**src/logic/cpuPkg.sv**
```systemverilog
/*
   CPU package
   Shared word types, opcodes, APB map and control structs for the core
*/
`default_nettype none
package cpuPkg;

   // Data and instruction word, register index
   typedef logic [15:0] word_t;
   typedef logic [2:0]  regIdx_t;

   // Word-addressed memories, 256 words each
   localparam int IMEM_AW = 8;
   localparam int DMEM_AW = 8;

   ////////////////////
   // Opcodes, bits 15:11
   localparam logic [4:0] OP_HALT  = 5'b00000;
   localparam logic [4:0] OP_NOP   = 5'b00001;
   localparam logic [4:0] OP_ADDI  = 5'b01000;
   localparam logic [4:0] OP_SUBI  = 5'b01001;
   localparam logic [4:0] OP_XORI  = 5'b01010;
   localparam logic [4:0] OP_ANDNI = 5'b01011;
   localparam logic [4:0] OP_ST    = 5'b10000;
   localparam logic [4:0] OP_LD    = 5'b10001;
   localparam logic [4:0] OP_SLBI  = 5'b10010;
   localparam logic [4:0] OP_LBI   = 5'b11000;
   localparam logic [4:0] OP_RTYPE = 5'b11011;
   localparam logic [4:0] OP_BEQZ  = 5'b01100;
   localparam logic [4:0] OP_BNEZ  = 5'b01101;
   localparam logic [4:0] OP_BLTZ  = 5'b01110;
   localparam logic [4:0] OP_BGEZ  = 5'b01111;
   localparam logic [4:0] OP_J     = 5'b00100;
   localparam logic [4:0] OP_JAL   = 5'b00110;

   // Register-register function field, bits 1:0
   localparam logic [1:0] FN_ADD  = 2'b00;
   localparam logic [1:0] FN_SUB  = 2'b01;
   localparam logic [1:0] FN_XOR  = 2'b10;
   localparam logic [1:0] FN_ANDN = 2'b11;

   // ALU operations
   localparam logic [1:0] ALU_ADD = 2'd0;
   localparam logic [1:0] ALU_XOR = 2'd1;
   localparam logic [1:0] ALU_AND = 2'd2;

   // Writeback sources
   localparam logic [1:0] WB_ALU  = 2'd0;
   localparam logic [1:0] WB_MEM  = 2'd1;
   localparam logic [1:0] WB_BSRC = 2'd2;
   localparam logic [1:0] WB_LINK = 2'd3;

   // Destination field select: 10:8, 7:5, 4:2 or fixed R7
   localparam logic [1:0] DST_RS = 2'd0;
   localparam logic [1:0] DST_RT = 2'd1;
   localparam logic [1:0] DST_RD = 2'd2;
   localparam logic [1:0] DST_R7 = 2'd3;

   ////////////////////
   // APB map, region in word address bits 9:8
   localparam logic [1:0] REGION_IMEM  = 2'd0;
   localparam logic [1:0] REGION_DMEM  = 2'd1;
   localparam logic [1:0] REGION_CTRL  = 2'd2;
   localparam int         CTRL_RUN_BIT = 0;

   typedef struct packed {
      logic       regWrite;
      logic [1:0] regDst;
      logic [1:0] wbSrc;
      logic       useImm;
      logic [1:0] aluOp;
      logic       invA;
      logic       invB;
      logic       memWrite;
      logic       isBranch;
      logic [1:0] brType;
      logic       jump;
      logic       halt;
      logic       zeroExt;
   } ctrl_t;

   typedef struct packed {
      logic       sel;
      logic       enable;
      logic       write;
      logic [9:0] addr;
      word_t      wdata;
   } apbReq_t;

   typedef struct packed {
      word_t rdata;
      logic  ready;
      logic  slverr;
   } apbRsp_t;

endpackage
`default_nettype wire
```
**src/logic/fetch.sv**
```systemverilog
/*
   Fetch
   Program counter with next-PC selection
*/
`default_nettype none
module fetch import cpuPkg::*; (
   input  wire   clk,
   input  wire   reset,
   input  wire   start,
   input  wire   running,
   input  wire   branchTaken,
   input  word_t target,
   output word_t pc
);

   word_t nextPc;

   // Taken branch or jump overrides the sequential PC
   // Word addressed, so sequential is plus one
   assign nextPc = branchTaken ? target : pc + 16'd1;

   // Start restarts the program at address zero
   always_ff @(posedge clk) begin
      if (reset || start) begin
         pc <= '0;
      end else if (running) begin
         pc <= nextPc;
      end
   end

endmodule
`default_nettype wire

```
**config.mk**
```make
export PLATFORM = sky130hd
export DESIGN_NAME = fetch
export DESIGN_NICKNAME = d
export VERILOG_FILES = /design/src/logic/cpuPkg.sv /design/src/logic/fetch.sv
export SDC_FILE = /design/constraint.sdc
export NUM_CORES = 1
export LEC_CHECK = 0
export ABC_CLOCK_PERIOD_IN_PS = 2000
export BUFFER_PORTS_ARGS = -buffer_cell sky130_fd_sc_hd__buf_4
export CORE_ASPECT_RATIO = 1.2
export CORE_UTILIZATION = 35
export CTS_BUF_LIST = sky130_fd_sc_hd__clkbuf_16
export CTS_CLUSTER_SIZE = 8
export DETAILED_ROUTE_END_ITERATION = 10
export GPL_ROUTABILITY_DRIVEN = 0
export PLACE_DENSITY = 0.62
export SLEW_MARGIN = 10
export SYNTH_ARGS = -nofsm -noshare
export SYNTH_HDL_FRONTEND = slang
export SYNTH_SLANG_ARGS = --single-unit
```
**constraint.sdc**
```tcl
create_clock -name clk -period 2 [get_ports clk]
set_input_delay 0.2 -clock clk [delete_from_list [all_inputs] [get_ports clk]]
set_output_delay 0.2 -clock clk [all_outputs]
set_load 0.05 [all_outputs]
```
==> results summary <==
At the pin with the least slew margin, the transition time is roughly 0.41 ns. The fraction of layout cells with a size suffix above 1 is 0.286. The share of async-settable or async-resettable flops after synthesis came out at 0. Before antenna repair, the detailed router went through 4 iterations. The Yosys warning count came out at 0. The number of pins exceeding their max-slew limit in the final report was 0. The combinational group share of total power came out at 0.170. The total of max-cap violations came out at 0. The count of state elements after synthesis is 16. The number of cell rows came out at 21.

The worst supply voltage drop on vdd is 0.491 mV. For this run, design rule violations remaining after detail routing come to 0. Detailed placement ended at an HPWL of approximately 2100 um.

The reg-to-reg critical path startpoint is pc[0]. The gate count of the mapped netlist is 136. The count of flip-flops with a built-in enable after synthesis is 0. The switching part of the total came out at 0.265.

The cell internal power dissipation came out at approximately 660 uW. The clock latency at the later pin of the worst-skew pair came out at roughly 0.25 ns. The number of global-route vias before repair is 1074. Of the synthesized area, sequential elements account for 0.297. Synthesis produced a netlist with a net count of about 160. The share of synthesized area in the top cell type comes to 0.297. The sum of negative setup slack came out at 0 ns. The starting density of the core came out at 0.377.

Counting instances in the post-synthesis netlist gives the leading cell types as 16 x dfxtp_1, 16 x nor2_1, 10 x a21oi_1, 10 x nand2_1. Clock-pin slew was measured on the worst setup and hold paths at around 0.050 ns. The logic depth of the worst register-to-register path came out at 5. The total grt overflow came out at 0. The cell area that synthesis handed to floorplanning was 1080 um^2. The power density over the cells is approximately 620 nW/um^2. In this run the number of H-tree levels came out at 1. The count of cells resized by post-cts repair is 0.

Post-CTS timing repair inserted 0 buffers for setup. For the worst setup path, the data arrival time is between 1.5 and 2 ns. The count of buffers inserted at the top-level ports is 36. Across all hold checks on the routed design, the worst slack comes to roughly 0.20 ns. The worst setup path is launched from a flip-flop. Clock skew on the completed layout was measured at roughly 0.0028 ns. After synthesis, the mean cell area works out to between 7 and 8 um^2. The number of vias per cell after detailed routing is 5.60.

Of all nets on the critical path, the largest fanout is 8. The DRC marker count from the first detailed-route iteration is 16. The proportion of power drawn by flip-flops and latches came out at 0.383.

The number of clock buffers added by TritonCTS is 3. The wire length reported by the detailed router came out at just under 3000 um. STA classifies the critical path endpoint as a flip-flop. The die footprint is ~3300 um^2.

The total power after layout came out at ~890 uW. The top register by number of flip-flops is pc. Setup violations remaining at the end of the flow were counted as 0.

The final number of hold-violating endpoints came to 0. The maximum clock insertion buffer count is 2. The chip height is approximately 63 um.

The worst max-slew margin expressed relative to the limit is 0.725. The root buffer cell is clkbuf_16. The flow ran to the end, and the final reports show no timing, DRC or antenna violations.

The pin count of the biggest net entering global routing came out at 34. The remaining antenna violation count is 0. The library cell occupying the most area in the post-synthesis netlist is dfxtp_1. The routed length per instance came out at around 15 um. CTS saw 16 sinks. The class of the most critical hold timing path is in2reg. The wire length of the first global-routing pass is between 4000 and 5000 um. Of the total power, the clock network draws 0.447. For this run, the share of the core covered by cells in the final layout is 0.504. The final critical-path share of the clock period came out at 0.849.

The die width is around 53 um. Once layout is complete, the cells apart from fillers number 202. The instance area after placement came out at about 1400 um^2. In the synthesized netlist the dominant register cell turns out to be dfxtp_1. The final route contains ~1.1k vias. The overall fraction of global-route tracks in use came out at 0.195. In the post-synthesis netlist, the biggest area contributors are dfxtp_1 30%, mux2i_1 5.6%, nor2_1 5.6%. The number of distinct library cells after synthesis came out at 43. The endpoint identified for the worst register-to-register timing path is pc[12]. The maximum clock frequency is a little under 600 MHz. The flip-flop count of the largest register, all copies and words added is 16. Tracing the worst setup path back leads to its startpoint at pc[0]. STA puts the critical path data required time at between 2 and 2.5 ns. The largest registers in the layout are pc x16.

The leakage power of the design is ~0.57 nW. Setup slack closes at between 0.3 and 0.4 ns. Buffers inserted to repair hold after CTS numbered 0. The number of antenna violations at the first check in global routing is 0. TritonCTS built the clock tree. The core region is 2860 um^2.

Setup repair after global routing left no endpoint under its margin. The number of stages on the worst hold path is 3. The post-route cell area came out at 1440 um^2.

The setup path with the least slack is of type reg2reg. The worst slack at placement is roughly 0.30 ns. The post-synthesis to final-layout area growth came out at 33.8%.

The number of diodes came out at 0. The total net switching power is about 240 uW. Following the worst setup path forward leads to its endpoint at pc[12]. The total instance count after detailed placement came out at 198.

The shortest period the worst path allows came out at between 1.5 and 2 ns. The worst reg-to-reg setup slack is roughly 0.30 ns. During I/O placement, the number of pins put on the boundary was 37. The net count of the finished layout came out at 191.
[cells by family (layout without fill, tap and decap cells)]
kind of cell    after synthesis  in the layout  share of synthesized area
compound gates               39             39                      0.246
buf+inv                      13             45                     0.0464
simple gates                 61             61                      0.343
flops                        16             16                      0.297
mux                           6              6                     0.0557
fa+ha+maj                     1              1                     0.0116
[power by group through the flow]
stage	registers [mW]	logic, mW	clock network (mW)
after floorplan	0.378	0.0639	0
after global placement	0.348	0.151	0
after detailed placement	0.350	0.153	0
after CTS	0.343	0.153	0.402
after global routing	0.344	0.166	0.430
final	0.343	0.152	0.400
[layer usage]
metal / up-vias / wire [um] / global-route usage / share of wire
met5: - / 0 / 0 / 0
met4: 0 / 20 / 0.0559 / 0.0068
met3: 2 / 79 / 0.0243 / 0.027
met2: 24 / 1450 / 0.313 / 0.50
met1: 532 / 1380 / 0.265 / 0.47
li1: 574 / - / - / -
[cell usage in the layout (no fill, tap or decap), types with 2 or more instances in the layout]
cell and n:
clkbuf_16 3, inv_1 4, o21ai_1 3, nor2_1 16, nand2b_1 2, buf_4 37, nand4_1 2, dfxtp_1 16
nor4_2 2, a22o_1 2, nor3_1 5, a22oi_1 2, nor2b_1 6, nor4_1 2, a32o_1 2, mux2i_1 6
a21oi_1 10, nand3_1 3, o21ai_0 6, and3_1 2, a211oi_1 5, o41ai_1 2, nand2_1 10
[worst max-delay path: stages, from the launching register on]
cell and delay, ns:
dfxtp_1 0.45, ha_1 0.29, nand4_4 0.20, nor4_2 0.32, mux2i_1 0.23, a21oi_1 0.08
[cell type report]
| cell class | count | area (um^2) |
|---|---|---|
| fillers | 291 | 1420 |
| multi-input cells | 107 | 708 |
| flip-flops and latches | 16 | 320 |
| repair buffers | 37 | 278 |
| clock buffers | 3 | 75.1 |
| well taps | 34 | 42.5 |
| inverters | 4 | 15.0 |
| clock inverters | 1 | 3.75 |
[worst min path at each step]
stage	startpoint	end	slack, ns
2_1_floorplan	target[15]	pc[15]	0.35
3_3_place_gp	target[15]	pc[15]	0.44
3_5_place_dp	target[15]	pc[15]	0.46
4_1_cts	target[15]	pc[15]	0.20
5_1_grt	target[15]	pc[15]	0.23
6_report	target[15]	pc[15]	0.20
Note: power is estimated with default switching activity, not from simulation.
