## src/logic/cpuPkg.sv

```systemverilog
/*
   CPU package
   Shared word types, opcodes, APB map and control structs for the core
*/
`default_nettype none
package cpuPkg;

   // Data and instruction word, register index
   typedef logic [15:0] word_t;
   typedef logic [2:0]  regIdx_t;

   // Word-addressed memories, 256 words each
   localparam int IMEM_AW = 8;
   localparam int DMEM_AW = 8;

   ////////////////////
   // Opcodes, bits 15:11
   localparam logic [4:0] OP_HALT  = 5'b00000;
   localparam logic [4:0] OP_NOP   = 5'b00001;
   localparam logic [4:0] OP_ADDI  = 5'b01000;
   localparam logic [4:0] OP_SUBI  = 5'b01001;
   localparam logic [4:0] OP_XORI  = 5'b01010;
   localparam logic [4:0] OP_ANDNI = 5'b01011;
   localparam logic [4:0] OP_ST    = 5'b10000;
   localparam logic [4:0] OP_LD    = 5'b10001;
   localparam logic [4:0] OP_SLBI  = 5'b10010;
   localparam logic [4:0] OP_LBI   = 5'b11000;
   localparam logic [4:0] OP_RTYPE = 5'b11011;
   localparam logic [4:0] OP_BEQZ  = 5'b01100;
   localparam logic [4:0] OP_BNEZ  = 5'b01101;
   localparam logic [4:0] OP_BLTZ  = 5'b01110;
   localparam logic [4:0] OP_BGEZ  = 5'b01111;
   localparam logic [4:0] OP_J     = 5'b00100;
   localparam logic [4:0] OP_JAL   = 5'b00110;

   // Register-register function field, bits 1:0
   localparam logic [1:0] FN_ADD  = 2'b00;
   localparam logic [1:0] FN_SUB  = 2'b01;
   localparam logic [1:0] FN_XOR  = 2'b10;
   localparam logic [1:0] FN_ANDN = 2'b11;

   // ALU operations
   localparam logic [1:0] ALU_ADD = 2'd0;
   localparam logic [1:0] ALU_XOR = 2'd1;
   localparam logic [1:0] ALU_AND = 2'd2;

   // Writeback sources
   localparam logic [1:0] WB_ALU  = 2'd0;
   localparam logic [1:0] WB_MEM  = 2'd1;
   localparam logic [1:0] WB_BSRC = 2'd2;
   localparam logic [1:0] WB_LINK = 2'd3;

   // Destination field select: 10:8, 7:5, 4:2 or fixed R7
   localparam logic [1:0] DST_RS = 2'd0;
   localparam logic [1:0] DST_RT = 2'd1;
   localparam logic [1:0] DST_RD = 2'd2;
   localparam logic [1:0] DST_R7 = 2'd3;

   ////////////////////
   // APB map, region in word address bits 9:8
   localparam logic [1:0] REGION_IMEM  = 2'd0;
   localparam logic [1:0] REGION_DMEM  = 2'd1;
   localparam logic [1:0] REGION_CTRL  = 2'd2;
   localparam int         CTRL_RUN_BIT = 0;

   typedef struct packed {
      logic       regWrite;
      logic [1:0] regDst;
      logic [1:0] wbSrc;
      logic       useImm;
      logic [1:0] aluOp;
      logic       invA;
      logic       invB;
      logic       memWrite;
      logic       isBranch;
      logic [1:0] brType;
      logic       jump;
      logic       halt;
      logic       zeroExt;
   } ctrl_t;

   typedef struct packed {
      logic       sel;
      logic       enable;
      logic       write;
      logic [9:0] addr;
      word_t      wdata;
   } apbReq_t;

   typedef struct packed {
      word_t rdata;
      logic  ready;
      logic  slverr;
   } apbRsp_t;

endpackage
`default_nettype wire
```

## src/logic/decode.sv

```systemverilog
/*
   Decode stage
   Control decode, immediate extension and the register file
*/
`default_nettype none
module decode import cpuPkg::*; (
   input  wire     clk,
   input  wire     reset,
   input  wire     running,
   input  word_t   instruction,
   input  regIdx_t writeReg,
   input  word_t   writeData,
   output ctrl_t   ctrl,
   output word_t   rs,
   output word_t   rt,
   output word_t   imm,
   output word_t   slbiValue,
   output regIdx_t destReg
);

   logic [4:0] opcode;
   logic [1:0] func;
   logic       useFive;
   word_t      imm5;
   word_t      imm8;
   word_t      imm11;

   assign opcode = instruction[15:11];
   assign func   = instruction[1:0];

   ////////////////////
   // Control signals
   always_comb begin
      ctrl = '0;
      case (opcode)
         OP_HALT: ctrl.halt = 1'b1;
         // Immediate ALU group, rd in bits 7:5
         OP_ADDI, OP_SUBI, OP_XORI, OP_ANDNI: begin
            ctrl.regWrite = 1'b1;
            ctrl.regDst   = DST_RT;
            ctrl.wbSrc    = WB_ALU;
            ctrl.useImm   = 1'b1;
            ctrl.aluOp    = (opcode == OP_XORI)  ? ALU_XOR :
                            (opcode == OP_ANDNI) ? ALU_AND : ALU_ADD;
            ctrl.invA     = (opcode == OP_SUBI);
            ctrl.invB     = (opcode == OP_ANDNI);
            ctrl.zeroExt  = opcode[1];
         end
         OP_RTYPE: begin
            ctrl.regWrite = 1'b1;
            ctrl.regDst   = DST_RD;
            ctrl.wbSrc    = WB_ALU;
            ctrl.aluOp    = (func == FN_XOR)  ? ALU_XOR :
                            (func == FN_ANDN) ? ALU_AND : ALU_ADD;
            ctrl.invA     = (func == FN_SUB);
            ctrl.invB     = (func == FN_ANDN);
         end
         // Address is rs plus imm5
         OP_ST: begin
            ctrl.memWrite = 1'b1;
            ctrl.useImm   = 1'b1;
         end
         OP_LD: begin
            ctrl.regWrite = 1'b1;
            ctrl.regDst   = DST_RT;
            ctrl.wbSrc    = WB_MEM;
            ctrl.useImm   = 1'b1;
         end
         // Byte loads write rs, SLBI marked by its zero-extended imm8
         OP_LBI, OP_SLBI: begin
            ctrl.regWrite = 1'b1;
            ctrl.regDst   = DST_RS;
            ctrl.wbSrc    = WB_BSRC;
            ctrl.zeroExt  = (opcode == OP_SLBI);
         end
         OP_BEQZ, OP_BNEZ, OP_BLTZ, OP_BGEZ: begin
            ctrl.isBranch = 1'b1;
            ctrl.brType   = opcode[1:0];
         end
         OP_J: ctrl.jump = 1'b1;
         OP_JAL: begin
            ctrl.jump     = 1'b1;
            ctrl.regWrite = 1'b1;
            ctrl.regDst   = DST_R7;
            ctrl.wbSrc    = WB_LINK;
         end
         // NOP and anything outside the subset do nothing
         default: ctrl = '0;
      endcase
   end

   ////////////////////
   // Immediates
   assign imm5  = ctrl.zeroExt ? {11'd0, instruction[4:0]}
                               : {{11{instruction[4]}}, instruction[4:0]};
   assign imm8  = ctrl.zeroExt ? {8'd0, instruction[7:0]}
                               : {{8{instruction[7]}}, instruction[7:0]};
   assign imm11 = {{5{instruction[10]}}, instruction[10:0]};

   // imm5 for the immediate ALU group and memory ops
   assign useFive = (opcode[4:2] == 3'b010) || (opcode == OP_ST) || (opcode == OP_LD);
   assign imm     = ctrl.jump ? imm11 : (useFive ? imm5 : imm8);

   // Old low byte of rs moves up
   assign slbiValue = {rs[7:0], instruction[7:0]};

   always_comb begin
      case (ctrl.regDst)
         DST_RS:  destReg = instruction[10:8];
         DST_RT:  destReg = instruction[7:5];
         DST_RD:  destReg = instruction[4:2];
         default: destReg = 3'd7;
      endcase
   end

   // Writes only land while the core runs
   regFile regs (
      .clk(clk), .reset(reset),
      .read1Sel(instruction[10:8]), .read2Sel(instruction[7:5]),
      .writeSel(writeReg), .writeData(writeData), .writeEn(ctrl.regWrite && running),
      .read1Data(rs), .read2Data(rt)
   );

endmodule
`default_nettype wire

```

## src/logic/regFile.sv

```systemverilog
/*
   Register file
   Eight 16-bit registers, two async reads and one sync write
*/
`default_nettype none
module regFile import cpuPkg::*; (
   input  wire     clk,
   input  wire     reset,
   input  regIdx_t read1Sel,
   input  regIdx_t read2Sel,
   input  regIdx_t writeSel,
   input  word_t   writeData,
   input  wire     writeEn,
   output word_t   read1Data,
   output word_t   read2Data
);

   word_t regs [8];

   // Reads see the old value during a write
   assign read1Data = regs[read1Sel];
   assign read2Data = regs[read2Sel];

   always_ff @(posedge clk) begin
      if (reset) begin
         regs <= '{default: '0};
      end else if (writeEn) begin
         regs[writeSel] <= writeData;
      end
   end

endmodule
`default_nettype wire

```

## config.mk

```make
export PLATFORM = sky130hd
export DESIGN_NAME = decode
export DESIGN_NICKNAME = d
export VERILOG_FILES = /design/src/logic/cpuPkg.sv /design/src/logic/decode.sv /design/src/logic/regFile.sv
export SDC_FILE = /design/constraint.sdc
export NUM_CORES = 1
export LEC_CHECK = 0
export ABC_AREA = 0
export BUFFER_PORTS_ARGS = -buffer_cell sky130_fd_sc_hd__buf_2
export CORE_MARGIN = 8
export CORE_UTILIZATION = 61
export DETAILED_ROUTE_END_ITERATION = 12
export GPL_ROUTABILITY_DRIVEN = 0
export PLACE_DENSITY = 0.83
export SYNTH_ARGS = -nofsm -noshare
export SYNTH_HDL_FRONTEND = slang
export SYNTH_SLANG_ARGS = --single-unit
```

## constraint.sdc

```tcl
create_clock -name clk -period 6.6 [get_ports clk]
set_input_delay 1.32 -clock clk [delete_from_list [all_inputs] [get_ports clk]]
set_output_delay 1.32 -clock clk [all_outputs]
set_load 0.01 [all_outputs]
```

==> metrics.md <==
| Metric | Value |
|---|---|
| Critical path launch point type | input pin |
| Netlist area before placement | 7890 sq um |
| Synth unique cells | 46 |
| Rows | 41 |
| Non-filler cells in the finished layout | 928 |
| DRC | 0 |
| Reg-to-reg endpoint | regs.regs[122]$_SDFFE_PP0P_ |
| Vias in the first global route | 5,823 |
| Global-route wire length before repair | 30,700 microns |
| Yosys top cell by area | dfxtp_1 |
| Critical Path End | rs[13] |
| Clock net sink count | 128 |
| PwrDens | 217 nW/um^2 |
| FMAX | 0.213 GHz |
| Synthesized net count | 730 |
| Leakage power | 4.12 nW |
| Setup violators final | 0 |
| Crit path required time | 5280 ps |
| Die span in x | 130 microns |
| H-tree depth | 4 |
| Sequential area share after synthesis | 32.5% |
| Root buffer cell | clkbuf_16 |
| Synth area leaders | dfxtp_1, mux4_2, mux2i_1 |
| Min Tclk post-route | 4690 ps |
| Clk_skew | 0 ps |
| Clk pin slew, worst setup/hold paths | 50 ps |
| Cts repair resizes | 0 |
| Routed vias/inst | 6.03 |
| Final hold violations | 0 |
| Max FFs per register | 128 |
| Arr. time, crit path | 3370 ps |
| Top Registers | regs.regs (128) |
| Hold_buf cts | 0 |
| Layout area overhead | 11.6% |
| DRT Pass-1 Iters | 5 |
| Syn_area_per_cell | 11.4 sq um |
| Layout cells sized above 1 | 35.4% |
| Port Buffers | 121 |
| Final WS setup | 1910 ps |
| Largest net degree at the start of global routing | 120 |
| Primary FF master, synth | dfxtp_1 |
| Dpl cells | 896 |
| TritonCTS buffer count | 17 |
| Initial core utilization | 62.5% |
| RSZ-0062 raised after global routing | no |
| DP HPWL | 12,100 microns |
| # nets final | 781 |
| Register-to-Register Path Depth | 2 |
| Hold Path Class | register to register |
| GRT overflow | 0 |
| Synth warn | 0 |
| Max-Cap Viols | 0 |
| Critical path launch point | instruction[8] |
| Core region area | 12,600 sq um |
| Hold Slack | 486 ps |
| Worst slew pin tran | 1130 ps |
| RR Startpoint | regs.regs[122]$_SDFFE_PP0P_ |
| Antenna violations before repair | 0 |
| Critical Path End Type | primary output |
| Peak VDD IR | 172 uV |
| Worst-Skew Late Latency | 410 ps |
| CTS tree | yes |
| Total Routing Usage GR | 23.5% |
| Critical Path Fanout Max | 32 |
| Die height | 130 microns |
| Pre-CTS WS | 1890 ps |
| Tot Pwr | 1.91 mW |
| Vias | 5,599 |
| Max clock buf depth | 2 |
| Share of the synthesized area in the top cell type | 32.5% |
| Final wirelength | 19,200 microns |
| Mapped Cells | 692 |
| Fin util | 69.7% |
| Slew Viols, Final | 0 |
| EDFF count, synth | 0 |
| Critical path type | input pin to primary output |
| Die Footprint | 16,800 sq um |
| Yosys reg bits | 128 |
| Routed Antenna Nets | 0 |
| Post-CTS Setup Inserts | 0 |
| Post-detailed-route wirelength per cell | 20.7 microns |
| Initial DRC Count | 481 |
| DP Area | 8210 sq um |
| Final setup TNS | 0 ps |
| Asr flop ratio synth | 0% |
| Status | complete, no violations |
| Register with the most flip-flops | regs.regs |
| Cell area after layout | 8800 sq um |
| IO Pins | 122 |
| FF-to-FF setup slack | 5870 ps |
| Slew HR | 24.9% |
| N_diodes | 0 |
| Final period util | 71.0% |
==> worst max-delay path, stage by stage <==
cell	delay, ps
buf_2	830
buf_4	270
mux4_2	490
mux2_2	280
buf_2	150
==> cells by family (layout without fill, tap and decap cells) <==
| logic type | count (synthesis) | after routing | share of synthesized area [%] |
|---|---|---|---|
| buf+inv | 101 | 165 | 7.38 |
| flops | 128 | 128 | 32.5 |
| compound gates | 30 | 30 | 4.33 |
| simple gates | 204 | 204 | 16.1 |
| xor+xnor | 2 | 2 | 0.222 |
| mux | 227 | 227 | 39.5 |
==> cell usage after synthesis (7+ instances only) <==
cell,count
a21oi_1,7
buf_1,19
buf_2,12
buf_4,28
buf_6,11
clkbuf_1,29
dfxtp_1,128
mux2_2,32
mux2i_1,131
mux4_2,64
nand2_1,14
nand2b_1,147
nand3_1,7
nor2_1,8
==> cell type report <==
type,count,area [sq um]
Multi-Input combinational cell,463,4750
Clock inverter,5,75.1
Inverter,2,7.51
Tap cell,172,215
Clock buffer,27,513
Timing Repair Buffer,131,681
Fill cell,911,3820
Sequential cell,128,2560
==> cells in the final DEF (no fill, tap or decap), drive strengths merged, types with 2 or more instances in the layout <==
master,n
buf,131
nand2b,147
a21oi,9
a31oi,3
o31a,2
mux4,64
clkinv,3
mux2i,131
inv,2
nand4b,2
o311ai,2
and3,4
o21ai,5
and4b,2
nor2b,5
mux2,32
dfxtp,128
and2,2
nor2,8
nand2,14
nand4bb,2
o31ai,6
or3b,2
nor4b,2
bufinv,2
clkbuf,27
nand3,7
==> metal layers <==
layer  wire length [microns]  part of all wire [%]  vias to the layer above  GRT usage [%]
met2                    9670                    50                      184           39.8
met5                       0                     0                        -              0
met4                     420                   2.2                        0           9.08
li1                        -                     -                     2563              -
met3                    1190                   6.2                       35           5.30
met1                    7930                    41                     2817           28.7
==> power by group <==
group	internal [mW]	total [mW]	switching [mW]	leakage (nW)
registers	0.782	0.788	0.00625	1.03
logic	0.0841	0.194	0.110	2.80
clock network	0.604	0.929	0.325	0.291
==> worst min path at each step <==
stage / cells past startpoint / endpoint / start / slack, ps
2_1_floorplan: 2 / regs.regs[69]$_SDFFE_PP0P_ / regs.regs[69]$_SDFFE_PP0P_ / 460
3_3_place_gp: 2 / regs.regs[48]$_SDFFE_PP0P_ / regs.regs[48]$_SDFFE_PP0P_ / 470
3_5_place_dp: 2 / regs.regs[50]$_SDFFE_PP0P_ / regs.regs[50]$_SDFFE_PP0P_ / 480
4_1_cts: 2 / regs.regs[26]$_SDFFE_PP0P_ / regs.regs[26]$_SDFFE_PP0P_ / 490
5_1_grt: 2 / regs.regs[51]$_SDFFE_PP0P_ / regs.regs[51]$_SDFFE_PP0P_ / 510
6_report: 2 / regs.regs[29]$_SDFFE_PP0P_ / regs.regs[29]$_SDFFE_PP0P_ / 490
No activity file was read; power rests on OpenSTA's default activity.
