[src/logic/cpuPkg.sv]
/*
   CPU package
   Shared word types, opcodes, APB map and control structs for the core
*/
`default_nettype none
package cpuPkg;

   // Data and instruction word, register index
   typedef logic [15:0] word_t;
   typedef logic [2:0]  regIdx_t;

   // Word-addressed memories, 256 words each
   localparam int IMEM_AW = 8;
   localparam int DMEM_AW = 8;

   ////////////////////
   // Opcodes, bits 15:11
   localparam logic [4:0] OP_HALT  = 5'b00000;
   localparam logic [4:0] OP_NOP   = 5'b00001;
   localparam logic [4:0] OP_ADDI  = 5'b01000;
   localparam logic [4:0] OP_SUBI  = 5'b01001;
   localparam logic [4:0] OP_XORI  = 5'b01010;
   localparam logic [4:0] OP_ANDNI = 5'b01011;
   localparam logic [4:0] OP_ST    = 5'b10000;
   localparam logic [4:0] OP_LD    = 5'b10001;
   localparam logic [4:0] OP_SLBI  = 5'b10010;
   localparam logic [4:0] OP_LBI   = 5'b11000;
   localparam logic [4:0] OP_RTYPE = 5'b11011;
   localparam logic [4:0] OP_BEQZ  = 5'b01100;
   localparam logic [4:0] OP_BNEZ  = 5'b01101;
   localparam logic [4:0] OP_BLTZ  = 5'b01110;
   localparam logic [4:0] OP_BGEZ  = 5'b01111;
   localparam logic [4:0] OP_J     = 5'b00100;
   localparam logic [4:0] OP_JAL   = 5'b00110;

   // Register-register function field, bits 1:0
   localparam logic [1:0] FN_ADD  = 2'b00;
   localparam logic [1:0] FN_SUB  = 2'b01;
   localparam logic [1:0] FN_XOR  = 2'b10;
   localparam logic [1:0] FN_ANDN = 2'b11;

   // ALU operations
   localparam logic [1:0] ALU_ADD = 2'd0;
   localparam logic [1:0] ALU_XOR = 2'd1;
   localparam logic [1:0] ALU_AND = 2'd2;

   // Writeback sources
   localparam logic [1:0] WB_ALU  = 2'd0;
   localparam logic [1:0] WB_MEM  = 2'd1;
   localparam logic [1:0] WB_BSRC = 2'd2;
   localparam logic [1:0] WB_LINK = 2'd3;

   // Destination field select: 10:8, 7:5, 4:2 or fixed R7
   localparam logic [1:0] DST_RS = 2'd0;
   localparam logic [1:0] DST_RT = 2'd1;
   localparam logic [1:0] DST_RD = 2'd2;
   localparam logic [1:0] DST_R7 = 2'd3;

   ////////////////////
   // APB map, region in word address bits 9:8
   localparam logic [1:0] REGION_IMEM  = 2'd0;
   localparam logic [1:0] REGION_DMEM  = 2'd1;
   localparam logic [1:0] REGION_CTRL  = 2'd2;
   localparam int         CTRL_RUN_BIT = 0;

   typedef struct packed {
      logic       regWrite;
      logic [1:0] regDst;
      logic [1:0] wbSrc;
      logic       useImm;
      logic [1:0] aluOp;
      logic       invA;
      logic       invB;
      logic       memWrite;
      logic       isBranch;
      logic [1:0] brType;
      logic       jump;
      logic       halt;
      logic       zeroExt;
   } ctrl_t;

   typedef struct packed {
      logic       sel;
      logic       enable;
      logic       write;
      logic [9:0] addr;
      word_t      wdata;
   } apbReq_t;

   typedef struct packed {
      word_t rdata;
      logic  ready;
      logic  slverr;
   } apbRsp_t;

endpackage
`default_nettype wire
[src/logic/execute.sv]
/*
   Execute stage
   ALU, branch resolution, jump target and writeback select
*/
`default_nettype none
module execute import cpuPkg::*; (
   input  ctrl_t               ctrl,
   input  word_t               rs,
   input  word_t               rt,
   input  word_t               imm,
   input  word_t               slbiValue,
   input  word_t               pc,
   input  wire                 running,
   input  word_t               memRdata,
   output word_t               aluResult,
   output logic [DMEM_AW-1:0] memAddr,
   output word_t               memWdata,
   output logic                memWe,
   output word_t               wbData,
   output logic                branchTaken,
   output word_t               target
);

   word_t opA;
   word_t opB;
   word_t pcPlusOne;
   logic  carryIn;
   logic  condMet;

   ////////////////////
   // ALU
   // Inverting A with carry gives B minus rs
   assign opA     = ctrl.invA ? ~rs : rs;
   assign opB     = ctrl.invB ? ~(ctrl.useImm ? imm : rt) : (ctrl.useImm ? imm : rt);
   assign carryIn = ctrl.invA || ctrl.invB;

   always_comb begin
      case (ctrl.aluOp)
         ALU_XOR: aluResult = opA ^ opB;
         ALU_AND: aluResult = opA & opB;
         default: aluResult = opA + opB + {15'd0, carryIn};
      endcase
   end

   // Data memory, ST stores the register in bits 7:5
   assign memAddr  = aluResult[DMEM_AW-1:0];
   assign memWdata = rt;
   assign memWe    = ctrl.memWrite && running;

   ////////////////////
   // Branch and jump
   always_comb begin
      case (ctrl.brType)
         2'b00:   condMet = (rs == '0);
         2'b01:   condMet = (rs != '0);
         2'b10:   condMet = rs[15];
         default: condMet = !rs[15];
      endcase
   end

   // imm is already imm8 for branches, imm11 for J and JAL
   assign pcPlusOne   = pc + 16'd1;
   assign target      = pcPlusOne + imm;
   assign branchTaken = ctrl.jump || (ctrl.isBranch && condMet);

   // Writeback
   always_comb begin
      case (ctrl.wbSrc)
         WB_MEM:  wbData = memRdata;
         WB_BSRC: wbData = ctrl.zeroExt ? slbiValue : imm;
         WB_LINK: wbData = pcPlusOne;
         default: wbData = aluResult;
      endcase
   end

endmodule
`default_nettype wire

[config.mk]
export PLATFORM = sky130hd
export DESIGN_NAME = execute
export DESIGN_NICKNAME = d
export VERILOG_FILES = /design/src/logic/cpuPkg.sv /design/src/logic/execute.sv
export SDC_FILE = /design/constraint.sdc
export NUM_CORES = 1
export LEC_CHECK = 0
export ABC_AREA = 1
export BUFFER_PORTS_ARGS = -buffer_cell sky130_fd_sc_hd__buf_2
export CAP_MARGIN = 20
export CORE_MARGIN = 1.5
export CORE_UTILIZATION = 34
export DETAILED_ROUTE_END_ITERATION = 6
export PLACE_DENSITY = 0.65
export SYNTH_ARGS = -nofsm -noshare
export SYNTH_HDL_FRONTEND = slang
export SYNTH_SLANG_ARGS = --single-unit
[constraint.sdc]
create_clock -name vclk -period 2.1
set_input_delay 0.105 -clock vclk [all_inputs]
set_output_delay 0.105 -clock vclk [all_outputs]
set_load 0.005 [all_outputs]
==> metrics, run 1 <==
Post-Synth XOR/XNOR Area 10.8%; PwrDens a little over 400 nW/um^2; Core Area around 11000 sq um; Critical Path RT ~2.0 ns; GRT overflow 0; Synth cell types 42; CP Buf/Inv Count 3; worst hold path type in2out; initial antenna violation count 1; Max-cap violations 0; crit end category output pin; Slew @ Worst Pin between 0.5 and 0.6 ns; sequential cell count 0; Vias/cell between 4 and 5; GRT Resource Usage Total a little over a quarter; Post-Syn Nets 878; CLK BUF 0; VDD IR-drop max ~230 uV; unrepaired setup endpoints after global routing true; chip width around 110 um; Top delay family on crit path simple AND/OR/NAND/NOR gates; endpoints failing hold 0; DIE HEIGHT about 110 um; Worst slew margin 65.1%; Post-Layout Cell Count 1179; fmax ~0.44 GHz; leakage power between 3 and 4 nW; Synth Area in Compound Gates around 16%; Antenna Nets Post-Route 0; slowest CP cell ha_1; total iterations of the first detailed-routing run 5; vias in the first global route roughly 5600; type of origin of the critical path input pin; final core occ roughly two thirds; # IOs between 150 and 200; die area around 12000 sq um; Final period util 107%; most frequent cells after synthesis 220 x nand2_1, 119 x inv_1, 62 x nand3_1; Crit Path Max Fanout 6; dpl hpwl approximately 13 mm; Placed Area between 5000 and 6000 sq um; failing checks setup timing; post-synthesis cell count between 700 and 800; Routed WL per cell around 15 um; CP peak stage delay roughly 0.32 ns; Synth Area in Adders between 10% and 20%; initial core utilization 35.3%; largest family of logic cells by synthesized area simple AND/OR/NAND/NOR gates; final WL between 15 and 20 mm; area grow syn2layout 84.9%; status finished, violations left; Setup CP Type in2out; Most common cell on crit path nand2_2; register area share after synthesis 0%; fin area slightly above 7000 sq um; worst-path cell chain buf_12 > buf_16 > mux2i_2 > xor2_1 > ha_1 > nand2_2 > nand2_4 > a21oi_4 > nand2_2 > nand2_1 > nand2_1 > nand2_1 > nand2_2 > nand2_2 > nand4_1 > buf_2; yosys warns 0; first-pass GRT wire length 26.1 mm; DP Cell Count roughly 1100; simple-gate share of the synthesized area ~41%; top cells by area, synth nand2_1 21%, inv_1 12%, ha_1 11%; DR iter-0 viols ~280; total number of vias 5787; largest net degree at the start of global routing 28; DRC errors left 0; Critical Path AT 2.15 ns; Total Power between 2 and 3 mW; Final min period ~2.3 ns; Port Buffers between 150 and 200; Register Area 0 sq um; row cnt 38; mux contribution to synthesized area less than 1%; final setup fails 30; final worst slack -0.154 ns; Synth area leader nand2_1; Final Max Tran Viols 0; routability cong. 0.986; Yosys top cell area share 21.3%; mapped cell area 3880 sq um; syn avg cell area between 5 and 6 sq um; share of cells above drive strength 1 52.9%; count leader, synth nand2_1; count of nets after finishing about 1200
path summary, 6_finish.rpt:
check | cells past startpoint | slack, ns | endpoint | start
worst max-delay path | 16 | -0.15 | wbData[7] | ctrl[11]
worst min-delay path | 2 | 0.40 | memWdata[15] | rt[15]
final cells by class:
type / count / area, sq um
timing repair buffer: 352 / 2420
multi-input combinational: 561 / 4100
tap: 140 / 175
antenna: 1 / 2.50
inverter: 125 / 472
fill: 940 / 3810
routing by layer:
metal	up-vias	GRT usage, %	part of all wire (%)
li1	2937	-	-
met1	2640	34.3	42
met2	190	51.9	51
met3	20	0.711	5.1
met4	0	4.73	1.9
met5	-	0	0
where the power goes:
part	switching, mW	internal, mW	leakage, nW	total, mW
clock	0	0.0000000636	0.00000634	0.0000000636
sequential	0	0	0	0
combinational	1.49	1.41	3.95	2.90
placed cells by master, fill, tap and decap left out, types with 3 or more instances in the layout:
cell      count
buf_2       170
o211ai_1      5
ha_1         19
nand4_1      14
nor2_2        8
nand3_4       5
nand3_1      43
xor2_1       38
nand2_2      42
nor3_2        4
and2_4        8
nand3_2      16
nor2_4       10
and2_1        4
buf_12        4
nand2_1     166
o22ai_1       6
nor2_1       18
inv_2        22
buf_6        25
inv_1       102
o21ai_2      11
nand2_4      14
o21ai_1      13
buf_4       148
xor2_2        7
a21oi_2      11
o21ai_0      15
o21bai_1      3
ha_4         15
a21oi_1      23
o221ai_1      5
a21oi_4       3
nor3_4        4
stage by stage:
stage          TNS [ns]  setup slack (ns)  hold slack [ns]
6_report          -2.46            -0.154            0.396
5_1_grt           -6.52            -0.289            0.410
4_1_cts           -1.83            -0.131            0.395
3_5_place_dp      -7.50            -0.331            0.395
3_3_place_gp      -6.06            -0.334            0.396
2_1_floorplan         0          0.000474            0.282
timing repair:
action,CTS,global route
pin swaps,109,84
buffers inserted,26,9
cloned,2,0
hold buffers,0,0
gates resized for setup,193,80
setup endpoints to repair,44,47
cells by family (layout without fill, tap and decap cells):
kind of cell,count (synthesis),in the layout
AOI/OAI and AO/OA,108,108
xor gates and xnor gates,48,48
adders and majority gates,37,37
buffers and inverters,166,477
muxes,3,3
other,0,1
and+or+nand+nor,365,365
Power figures use the tool's default switching activity.
==> inputs of run 2 (changes only) <==
- CORE_ASPECT_RATIO: not set -> 1.2
==> run 2 against run 1 <==
The flow still finishes with violations (setup timing). Hold slack lost 0.0041 ns. Routed wire length is 2.4% higher. Critical path depth did not move. Sequential share of layout area unchanged. First-iteration DRC count rose by 5.4%. Critical endpoint is now aluResult[14].
==> metrics, run 2 (synthesis gave the netlist of run 1 again) <==
Critical Path AT 2.17 ns (+0.02 ns); vias in the first global route 5708 (+1.7%); crit end category output pin; Final Max Tran Viols 0 (unchanged); dpl hpwl 13.2 mm (-0.37%); Setup TNS -3.27 ns (-0.810 ns); sequential cell count 0 (unchanged); Port Buffers 184 (unchanged); fmax 0.440 GHz (-0.72%); hold path cells 2 (unchanged); row cnt 42 (+11%); Critical Path RT 2.00 ns (about the same); Routed WL per cell 15.1 um (+2.1%); Antenna Nets Post-Route 0 (unchanged); critical hold path startpoint rt[0]; Core Area 11100 sq um (+0.96%); total iterations of the first detailed-routing run 5 (unchanged); fin area 6970 sq um (-2.7%); GRT Resource Usage Total 27.1% (-0.19 points); status finished, violations left; DP Cell Count 1150 (+0.70%); CLK BUF 0 (unchanged); DIE HEIGHT 120 um (+9.3%); Hold EP memWdata[0]; CTS Hold Buffers Added 0 (unchanged); Register Area 0 sq um (unchanged); VDD IR-drop max 189 uV (-19%); final worst slack -0.170 ns (-0.0163 ns); largest net degree at the start of global routing 28 (unchanged); commonest non-fill, non-tap cells in the layout 172 x buf_2, 162 x nand2_1, 141 x buf_4, 102 x inv_1, 52 x nand2_2; failing checks setup timing; Final period util 108% (+0.78 points); PwrDens 404 nW/um^2 (-0.21%); Worst slew margin 64.4% (-0.69 points); commonest non-fill, non-tap cell in the layout buf_2; Final min period 2.27 ns (+0.0163 ns); share of cells above drive strength 1 52.6% (-0.30 points); Setup CP Type in2out; chip width 100 um (-8.5%); # IOs 188 (unchanged); final WL 17.9 mm (+2.4%); first-pass GRT wire length 26.4 mm (+1.4%); Placed Area 5740 sq um (-0.48%); DR iter-0 viols 293 (+5.4%); routability cong. 1.00 (+1.5%); leakage power 3.84 nW (-2.7%); type of origin of the critical path input pin; Crit Path Max Fanout 6 (unchanged); endpoints failing hold 0 (unchanged); area grow syn2layout 79.8%; Post-Layout Cell Count 1183 (+0.34%); Max-cap violations 0 (unchanged); die area 12100 sq um (about the same); Vias/cell 5.01 (+2.1%); number of fill cells 968 (+3.0%); Slew @ Worst Pin 0.533 ns (+0.0104 ns); worst hold path type in2out; DRC errors left 0 (unchanged); final setup fails 35 (+17%); GRT overflow 0 (unchanged); initial core utilization 35.0% (-0.33 points); total number of vias 5930 (+2.5%); Multi-input gate area 4000 sq um (-2.4%); initial antenna violation count 4 (+3); count of nets after finishing 1178 (-1.1%); unrepaired setup endpoints after global routing true
run 2: area by class of cell:
class / count / area share [%]
Inverter: 125 / 6.80
Tap cell: 154 / 2.76
Timing Repair Buffer: 339 / 32.9
Antenna cell: 4 / 0.144
Multi-Input combinational cell: 561 / 57.4
run 2: through the flow:
stage	total power [mW]	hold WS (ns)	util [%]	worst slack (ns)
2_1_floorplan	1.20	0.282	-	0.000474
3_3_place_gp	2.15	0.396	51.8	-0.301
3_5_place_dp	2.16	0.397	51.8	-0.336
4_1_cts	2.49	0.400	58.6	-0.0978
5_1_grt	3.05	0.395	62.9	-0.282
6_report	2.82	0.392	62.9	-0.170
run 2: worst max path at each step:
stage / slack [ns] / endpoint / start
after floorplan: 0.0005 / memAddr[6] / ctrl[11]
after global placement: -0.30 / target[14] / pc[0]
after detailed placement: -0.34 / target[13] / pc[0]
after CTS: -0.1 / wbData[11] / ctrl[11]
after global routing: -0.28 / target[15] / pc[1]
final: -0.17 / aluResult[14] / ctrl[11]
run 2: timing repair:
item                                    in CTS  in global routing
resized for setup                          151                101
pin swaps                                   67                 86
gates cloned                                 2                  0
endpoints found under the setup margin      44                 47
setup buffers                               19                 11
run 2: report_power, final:
group | internal, mW | total, mW | switching, mW | leakage (nW)
registers | 0 | 0 | 0 | 0
clock network | 0.000000255 | 0.000000255 | 0 | 0.0000254
logic | 1.36 | 2.82 | 1.46 | 3.84
run 2: critical path, stage by stage:
cell and delay, ns:
buf_12 0.13, buf_12 0.13, buf_8 0.13, o21ai_2 0.14, xor2_1 0.20, ha_1 0.31
nand2_1 0.10, inv_1 0.05, nand2_1 0.08, nand2_2 0.07, a21oi_2 0.22, nand2_2 0.08
nand2_2 0.07, nand3_2 0.07, and2_4 0.14, buf_2 0.12
run 2: per-layer routing:
metal / routed length (um) / vias to the layer above / GRT usage (%) / share of wire [%]
met4: 810 / 0 / 11.6 / 4.5
met5: 0 / - / 0 / 0
met2: 9110 / 274 / 50.0 / 51
met3: 1020 / 63 / 1.51 / 5.7
li1: - / 2908 / - / -
met1: 6920 / 2685 / 31.9 / 39
