--- config.mk ---
export PLATFORM = sky130hd
export DESIGN_NAME = debugPort
export DESIGN_NICKNAME = d
export VERILOG_FILES = /design/src/logic/cpuPkg.sv /design/src/logic/debugPort.sv
export SDC_FILE = /design/constraint.sdc
export NUM_CORES = 1
export LEC_CHECK = 0
export ABC_AREA = 0
export BUFFER_PORTS_ARGS = -buffer_cell sky130_fd_sc_hd__buf_2
export CORE_MARGIN = 3
export CORE_UTILIZATION = 25
export DETAILED_ROUTE_END_ITERATION = 7
export PLACE_DENSITY_LB_ADDON = 0.3
export REMOVE_ABC_BUFFERS = 1
export SKIP_CTS_REPAIR_TIMING = 1
export SYNTH_ARGS = -nofsm -noshare
export SYNTH_HDL_FRONTEND = slang
export SYNTH_SLANG_ARGS = --single-unit
--- constraint.sdc ---
create_clock -name clk -period 1.16 [get_ports clk]
set_clock_uncertainty 0.2 [all_clocks]
set_input_delay 0.116 -clock clk [delete_from_list [all_inputs] [get_ports clk]]
set_output_delay 0.116 -clock clk [all_outputs]
set_load 0.005 [all_outputs]
--- src/logic/cpuPkg.sv ---
/*
   CPU package
   Shared word types, opcodes, APB map and control structs for the core
*/
`default_nettype none
package cpuPkg;

   // Data and instruction word, register index
   typedef logic [15:0] word_t;
   typedef logic [2:0]  regIdx_t;

   // Word-addressed memories, 256 words each
   localparam int IMEM_AW = 8;
   localparam int DMEM_AW = 8;

   ////////////////////
   // Opcodes, bits 15:11
   localparam logic [4:0] OP_HALT  = 5'b00000;
   localparam logic [4:0] OP_NOP   = 5'b00001;
   localparam logic [4:0] OP_ADDI  = 5'b01000;
   localparam logic [4:0] OP_SUBI  = 5'b01001;
   localparam logic [4:0] OP_XORI  = 5'b01010;
   localparam logic [4:0] OP_ANDNI = 5'b01011;
   localparam logic [4:0] OP_ST    = 5'b10000;
   localparam logic [4:0] OP_LD    = 5'b10001;
   localparam logic [4:0] OP_SLBI  = 5'b10010;
   localparam logic [4:0] OP_LBI   = 5'b11000;
   localparam logic [4:0] OP_RTYPE = 5'b11011;
   localparam logic [4:0] OP_BEQZ  = 5'b01100;
   localparam logic [4:0] OP_BNEZ  = 5'b01101;
   localparam logic [4:0] OP_BLTZ  = 5'b01110;
   localparam logic [4:0] OP_BGEZ  = 5'b01111;
   localparam logic [4:0] OP_J     = 5'b00100;
   localparam logic [4:0] OP_JAL   = 5'b00110;

   // Register-register function field, bits 1:0
   localparam logic [1:0] FN_ADD  = 2'b00;
   localparam logic [1:0] FN_SUB  = 2'b01;
   localparam logic [1:0] FN_XOR  = 2'b10;
   localparam logic [1:0] FN_ANDN = 2'b11;

   // ALU operations
   localparam logic [1:0] ALU_ADD = 2'd0;
   localparam logic [1:0] ALU_XOR = 2'd1;
   localparam logic [1:0] ALU_AND = 2'd2;

   // Writeback sources
   localparam logic [1:0] WB_ALU  = 2'd0;
   localparam logic [1:0] WB_MEM  = 2'd1;
   localparam logic [1:0] WB_BSRC = 2'd2;
   localparam logic [1:0] WB_LINK = 2'd3;

   // Destination field select: 10:8, 7:5, 4:2 or fixed R7
   localparam logic [1:0] DST_RS = 2'd0;
   localparam logic [1:0] DST_RT = 2'd1;
   localparam logic [1:0] DST_RD = 2'd2;
   localparam logic [1:0] DST_R7 = 2'd3;

   ////////////////////
   // APB map, region in word address bits 9:8
   localparam logic [1:0] REGION_IMEM  = 2'd0;
   localparam logic [1:0] REGION_DMEM  = 2'd1;
   localparam logic [1:0] REGION_CTRL  = 2'd2;
   localparam int         CTRL_RUN_BIT = 0;

   typedef struct packed {
      logic       regWrite;
      logic [1:0] regDst;
      logic [1:0] wbSrc;
      logic       useImm;
      logic [1:0] aluOp;
      logic       invA;
      logic       invB;
      logic       memWrite;
      logic       isBranch;
      logic [1:0] brType;
      logic       jump;
      logic       halt;
      logic       zeroExt;
   } ctrl_t;

   typedef struct packed {
      logic       sel;
      logic       enable;
      logic       write;
      logic [9:0] addr;
      word_t      wdata;
   } apbReq_t;

   typedef struct packed {
      word_t rdata;
      logic  ready;
      logic  slverr;
   } apbRsp_t;

endpackage
`default_nettype wire
--- src/logic/debugPort.sv ---
/*
   APB debug port
   Run control, halt status and host access to both memories
*/
`default_nettype none
module debugPort import cpuPkg::*; (
   input  wire                 clk,
   input  wire                 reset,
   input  apbReq_t             apbReq,
   output apbRsp_t             apbRsp,
   input  wire                 halt,
   output logic                start,
   output logic                running,
   output logic                imemHostWe,
   output logic                dmemHostWe,
   output logic [DMEM_AW-1:0] hostAddr,
   output word_t               hostWdata,
   input  word_t               imemHostRdata,
   input  word_t               dmemHostRdata
);

   logic       access;
   logic [1:0] region;
   logic       isMem;
   logic       blocked;

   // Access phase of a two-cycle transfer
   assign access  = apbReq.sel && apbReq.enable;
   assign region  = apbReq.addr[9:8];
   assign isMem   = (region == REGION_IMEM) || (region == REGION_DMEM);
   // Memories busy while running, top region unmapped
   assign blocked = (isMem && running) || (region == 2'd3);

   assign hostAddr   = apbReq.addr[DMEM_AW-1:0];
   assign hostWdata  = apbReq.wdata;
   assign imemHostWe = access && apbReq.write && !blocked && (region == REGION_IMEM);
   assign dmemHostWe = access && apbReq.write && !blocked && (region == REGION_DMEM);
   assign start      = access && apbReq.write && (region == REGION_CTRL) &&
                       apbReq.wdata[CTRL_RUN_BIT];

   // No wait states
   always_comb begin
      apbRsp.ready  = 1'b1;
      apbRsp.slverr = access && blocked;
      case (region)
         REGION_IMEM: apbRsp.rdata = imemHostRdata;
         REGION_DMEM: apbRsp.rdata = dmemHostRdata;
         REGION_CTRL: apbRsp.rdata = {15'd0, running};
         default:     apbRsp.rdata = '0;
      endcase
   end

   // Start wins over a HALT seen in the same cycle
   always_ff @(posedge clk) begin
      if (reset) begin
         running <= 1'b0;
      end else if (start) begin
         running <= 1'b1;
      end else if (halt) begin
         running <= 1'b0;
      end
   end

endmodule
`default_nettype wire

==> metrics.txt, run 1 <==
crit end category=output pin; row count=16; Wirelength per Cell=14.6 um; metal2 WL=approximately 750 um; Design Power=approximately 250 uW; Syn-to-layout area delta=28.5%; synth top area cells=buf_4, mux2i_1, nor2_1, buf_6, dfxtp_1; antenna viol nets, final=0; Slew Viols, Final=0; area leader, netlist=buf_4; DP Worst Slack=-0.175 ns; Core Util, Final=35.0%; min-delay worst type=input port to output pin; non-filler cells in the finished layout=about 140; Req. time, crit path=0.84 ns; Final Hold Fails=0; DR vias=around 620; Main synth FF type=dfxtp_1; vias in the first global route=between 500 and 600; post-synthesis adder-cell area fraction=0%; Detailed Route Iter0 Violations=1; post-layout min period=1.12 ns; max FFs per register=1; critical path type=flip-flop to output pin; die span in y=53.2 um; Regs by FF count=running: 1 flops; critical path cell sequence=nor4b_2 > buf_2; Fmax=0.892 GHz; number of max-cap violations=0; placed cell count=between 100 and 150; initial antenna violation count=0; post-route setup TNS=0 ns; Synth Area in Simple Gates=between 20% and 30%; first-pass GRT wire length=2.52 mm; total global-route track usage=between 10% and 20%; Netlist Area Pre-Place=557 sq um; wl on met1=approximately 760 um; DRC Markers=0; top-area cell type share of the netlist area=between 30 and 40%; core area=2040 sq um; main combinational cell family by area after synthesis=buffers and inverters; Buf/Inv on CP=1; power per standard cell area=~350 nW/um^2; GP Congestion=approximately 0.61; Die Width=53.2 um; Final setup viols=0; EDFF count, synth=0; number of fill cells=~230; status=finished, final reports clean; Synth Instances=between 70 and 80; DP HPWL=between 1.5 and 2 mm; post-synthesis compound-gate area fraction=between 2 and 2.5%; Worst path max stage delay=0.35 ns; post-synthesis sequential area ratio=under 10%; largest net degree at the start of global routing=23; grt total ovfl=0; multiplexer share of the synthesized area=a little under a third; Max IR drop VDD=0.000157 V; fin nets=around 180; Final WS setup=about 0.039 ns; count of different cell masters after synthesis=17; I/O Pins=110; Post-synth ARST share=0%; Worst setup SP type=flip-flop; vias per cell=about 4.6; Max Used Layer=met3; crit path max fanout=6; Synth Area in XOR/XNOR=0%; Tcrit/Tclk final=96.6%; warnings from Yosys=0; metal3 WL=about 500 um; crit path DAT=roughly 0.80 ns; Synth Register Bits=1; layout cell share with drive strength beyond 1=roughly 62%; Lkg Pwr=0.000435 uW; DIE AREA=between 2000 and 3000 sq um; Starting Density=27.3%; clk_lat worst skew=0 ns; clock transition at the registers of the reported paths=0 ns; per-instance average area after synthesis=approximately 7.4 sq um; Post-Route WL=2.00 mm; slowest stage cell, crit path=dfxtp_1; diode count=0; IO buf count=62; CP top delay family=flip-flops; Largest Register=running; 1st-pass router iterations=5; RSZ-0062 raised after global routing=no
[layer usage]
metal,global-route usage [%],vias up
li1,-,295
met1,15.0,254
met2,15.3,75
met3,11.5,0
met4,0,0
met5,9.52,-
[worst paths after layout]
check	from	endpoint	slack, ns	cells after the start
worst max-delay path	running	dmemHostWe	0.04	2
worst min-delay path	apbReq[12]	hostWdata[12]	0.03	0
worst max register to register	running	running	0.14	2
worst min register to register	running	running	0.35	2
[worst register-to-register path, delay by kind of cell, from the launching register on]
family,cells,cell delay [ns]
compound gates,1,0.25
buf+inv,1,0.04
flops,1,0.43
[cells by family after synthesis]
group                  Yosys count
AOI/OAI and AO/OA                2
buffers and inverters           30
DFF                              1
muxes                           17
other                            1
and+or+nand+nor                 24
[stage by stage]
stage	cell area, sq um	hold WS [ns]
after floorplan	338	0.0196
after global placement	697	0.0320
after detailed placement	697	0.0320
after CTS	697	0.0320
after global routing	716	0.0320
final	716	0.0320
[final cells by class]
| cell class | instances | area, sq um | area share (%) |
|---|---|---|---|
| Multi-Input combinational cell | 44 | 327 | 45.6 |
| Inverter | 1 | 3.75 | 0.524 |
| Tap cell | 27 | 33.8 | 4.72 |
| Timing Repair Buffer | 64 | 332 | 46.3 |
| Sequential cell | 1 | 20.0 | 2.80 |
[power breakdown]
group | switching (uW) | internal [uW] | total, uW | leakage, uW
registers | 0.580 | 35.4 | 36.0 | 0.00000806
logic | 91.3 | 121 | 212 | 0.000427
clock network | 0 | 0 | 0 | 0
total | 91.8 | 156 | 248 | 0.000435
[cell usage after synthesis (2+ instances only)]
master / number
buf_4: 25
mux2i_1: 17
nor2_1: 17
buf_6: 2
nand3b_1: 2
[cells in the final DEF, fill, tap and decap left out, drive strengths merged]
cell type and count:
buf 64, nor2 17, mux2i 17, nand3b 2, nand3 1, o21ai 1
nor4b 1, nand2 1, nor4 1, inv 1, nand4bb 1, o32ai 1
conb 1, dfxtp 1
Note: power is estimated with default switching activity, not from simulation.
==> inputs of run 2 (changes only) <==
--- a/config.mk
+++ b/config.mk
@@ -7,8 +7,10 @@
 export LEC_CHECK = 0
 export ABC_AREA = 0
 export BUFFER_PORTS_ARGS = -buffer_cell sky130_fd_sc_hd__buf_2
+export CELL_PAD_IN_SITES_DETAIL_PLACEMENT = 0
+export CELL_PAD_IN_SITES_GLOBAL_PLACEMENT = 1
 export CORE_MARGIN = 3
-export CORE_UTILIZATION = 25
+export CORE_UTILIZATION = 14
 export DETAILED_ROUTE_END_ITERATION = 7
 export PLACE_DENSITY_LB_ADDON = 0.3
 export REMOVE_ABC_BUFFERS = 1
==> constraint.sdc (replaced) <==
create_clock -name clk -period 1.3 [get_ports clk]
set_clock_uncertainty 0.2 [all_clocks]
set_input_delay 0.13 -clock clk [delete_from_list [all_inputs] [get_ports clk]]
set_output_delay 0.13 -clock clk [all_outputs]
set_load 0.005 [all_outputs]
==> metrics.txt, run 2 (synthesis gave the netlist of run 1 again) <==
status=finished, final reports clean; crit path DAT=0.82 ns (+0.02 ns); post-route setup TNS=0 ns (unchanged); most frequent cells in the layout=buf_2, nor2_1, mux2i_1, buf_4; largest net degree at the start of global routing=10 (-57%); antenna viol nets, final=0 (unchanged); max FFs per register=1 (unchanged); Final Hold Fails=0 (unchanged); switching part of the total=35.7% (-1.3 points); Die Width=69.1 um (+30%); critical path type=input port to output pin; RSZ-0062 raised after global routing=no; Largest Register=running; Worst Hold Depth=0 (unchanged); total global-route track usage=8.80% (-3.4 points); vias per cell=4.07 (-11%); layout cell share with drive strength beyond 1=62.3% (+0.46 points); Regs by FF count=running: 1 flops; Starting Density=14.9% (-12 points); power per standard cell area=304 nW/um^2 (-12%); Max IR drop VDD=0.0000503 V (-68%); R2R Path Start=running; DIE AREA=4770 sq um (+69%); vias in the first global route=679 (+29%); grt total ovfl=0 (unchanged); initial antenna violation count=0 (unchanged); Wirelength per Cell=13.7 um (-5.9%); HP Start=apbReq[12]; Tcrit/Tclk final=88.3%; Fmax=0.872 GHz; GP Congestion=0.774 (+27%); Slew Viols, Final=0 (unchanged); first-pass GRT wire length=3.44 mm (+36%); Detailed Route Iter0 Violations=11 (+10); Post-Route WL=2.22 mm (+11%); Worst setup SP type=input port; crit path max fanout=8 (+2); fin nets=180 (+2.3%); net switching power=84.5 uW (-8.0%); Req. time, crit path=0.97 ns (+0.13 ns); Comb power frac=86.4% (+0.9 points); DRC Markers=0 (unchanged); Critical R2R Capture=running; R2R cell count=2 (unchanged); row count=22 (+6); clock share of power=0% (unchanged); Lkg Pwr=0.000460 uW (+5.8%); clk_lat worst skew=0 ns (unchanged); Hold WS=0.0600 ns (+0.0280 ns); CP Launch Point=apbReq[24]; DP HPWL=1.96 mm (+19%); reg-to-reg slack, setup=0.30 ns (+0.16 ns); post-layout min period=~1.1 ns; slowest stage cell, crit path=mux2i_1; Syn-to-layout area delta=39.8%; core area=3740 sq um (+83%); DR vias=660 (+5.8%); hold path endpoint=hostWdata[12]; number of max-cap violations=0 (unchanged); Final setup viols=0 (unchanged); diode count=0 (unchanged); die span in y=69.1 um (+30%); crit end category=output pin; min-delay worst type=input port to output pin; 1st-pass router iterations=3 (-2); I/O Pins=110 (unchanged); IO buf count=62 (unchanged); Internal=152 uW (-2.9%); leading cell type in the layout, fill and taps excluded=buf_2; Worst path max stage delay=0.19 ns (-0.16 ns); sequential power share=13.6% (-0.9 points); CP dominant cell by count=buf_2; critical path cell sequence=buf_2 > buf_12 > mux2i_1 > nor2_1 > buf_2
-- run 2: critical path, delay by kind of cell --
| kind | cells | cell delay [ns] |
|---|---|---|
| buffers and inverters | 3 | 0.44 |
| multiplexers | 1 | 0.19 |
| AND/OR/NAND/NOR | 1 | 0.05 |
-- run 2: final cells by class --
cell class                      count  area (sq um)
Inverter                            1          3.75
Sequential cell                     1          20.0
Tap cell                           48          60.1
Fill cell                         457          2970
Timing Repair Buffer               68           380
Multi-Input combinational cell     44           314
-- run 2: through the flow --
stage / util, % / total power (uW) / setup slack [ns] / instance area (sq um) / instances
2_1_floorplan: - / 94.2 / 0.314 / 338 / 46
3_3_place_gp: 20.8 / 237 / 0.148 / 778 / 162
3_5_place_dp: 20.8 / 241 / 0.136 / 778 / 162
4_1_cts: 20.8 / 242 / 0.129 / 778 / 162
5_1_grt: 20.8 / 263 / 0.0599 / 778 / 162
6_report: 20.8 / 236 / 0.153 / 778 / 162
-- run 2: worst max path at each step --
stage / to / slack [ns] / depth (start not counted)
5_1_grt: apbRsp[10] / 0.06 / 5
6_report: apbRsp[7] / 0.15 / 5
3_5_place_dp: apbRsp[7] / 0.14 / 5
4_1_cts: apbRsp[7] / 0.13 / 5
2_1_floorplan: dmemHostWe / 0.31 / 1
3_3_place_gp: start / 0.15 / 5
-- run 2: per-layer routing --
layer,global-route usage [%],share of wire [%],vias to the layer above
li1,-,-,302
met1,10.3,37,287
met2,12.1,40,71
met3,8.16,23,0
met4,0,0,0
met5,5.56,0,-
-- run 2: power groups by stage --
stage | sequential (uW) | combinational [uW] | clock (uW)
floorplan | 32.1 | 62.1 | 0
global placement | 32.1 | 205 | 0
detailed placement | 32.1 | 209 | 0
CTS | 32.1 | 210 | 0
global route | 32.2 | 231 | 0
finish | 32.1 | 204 | 0
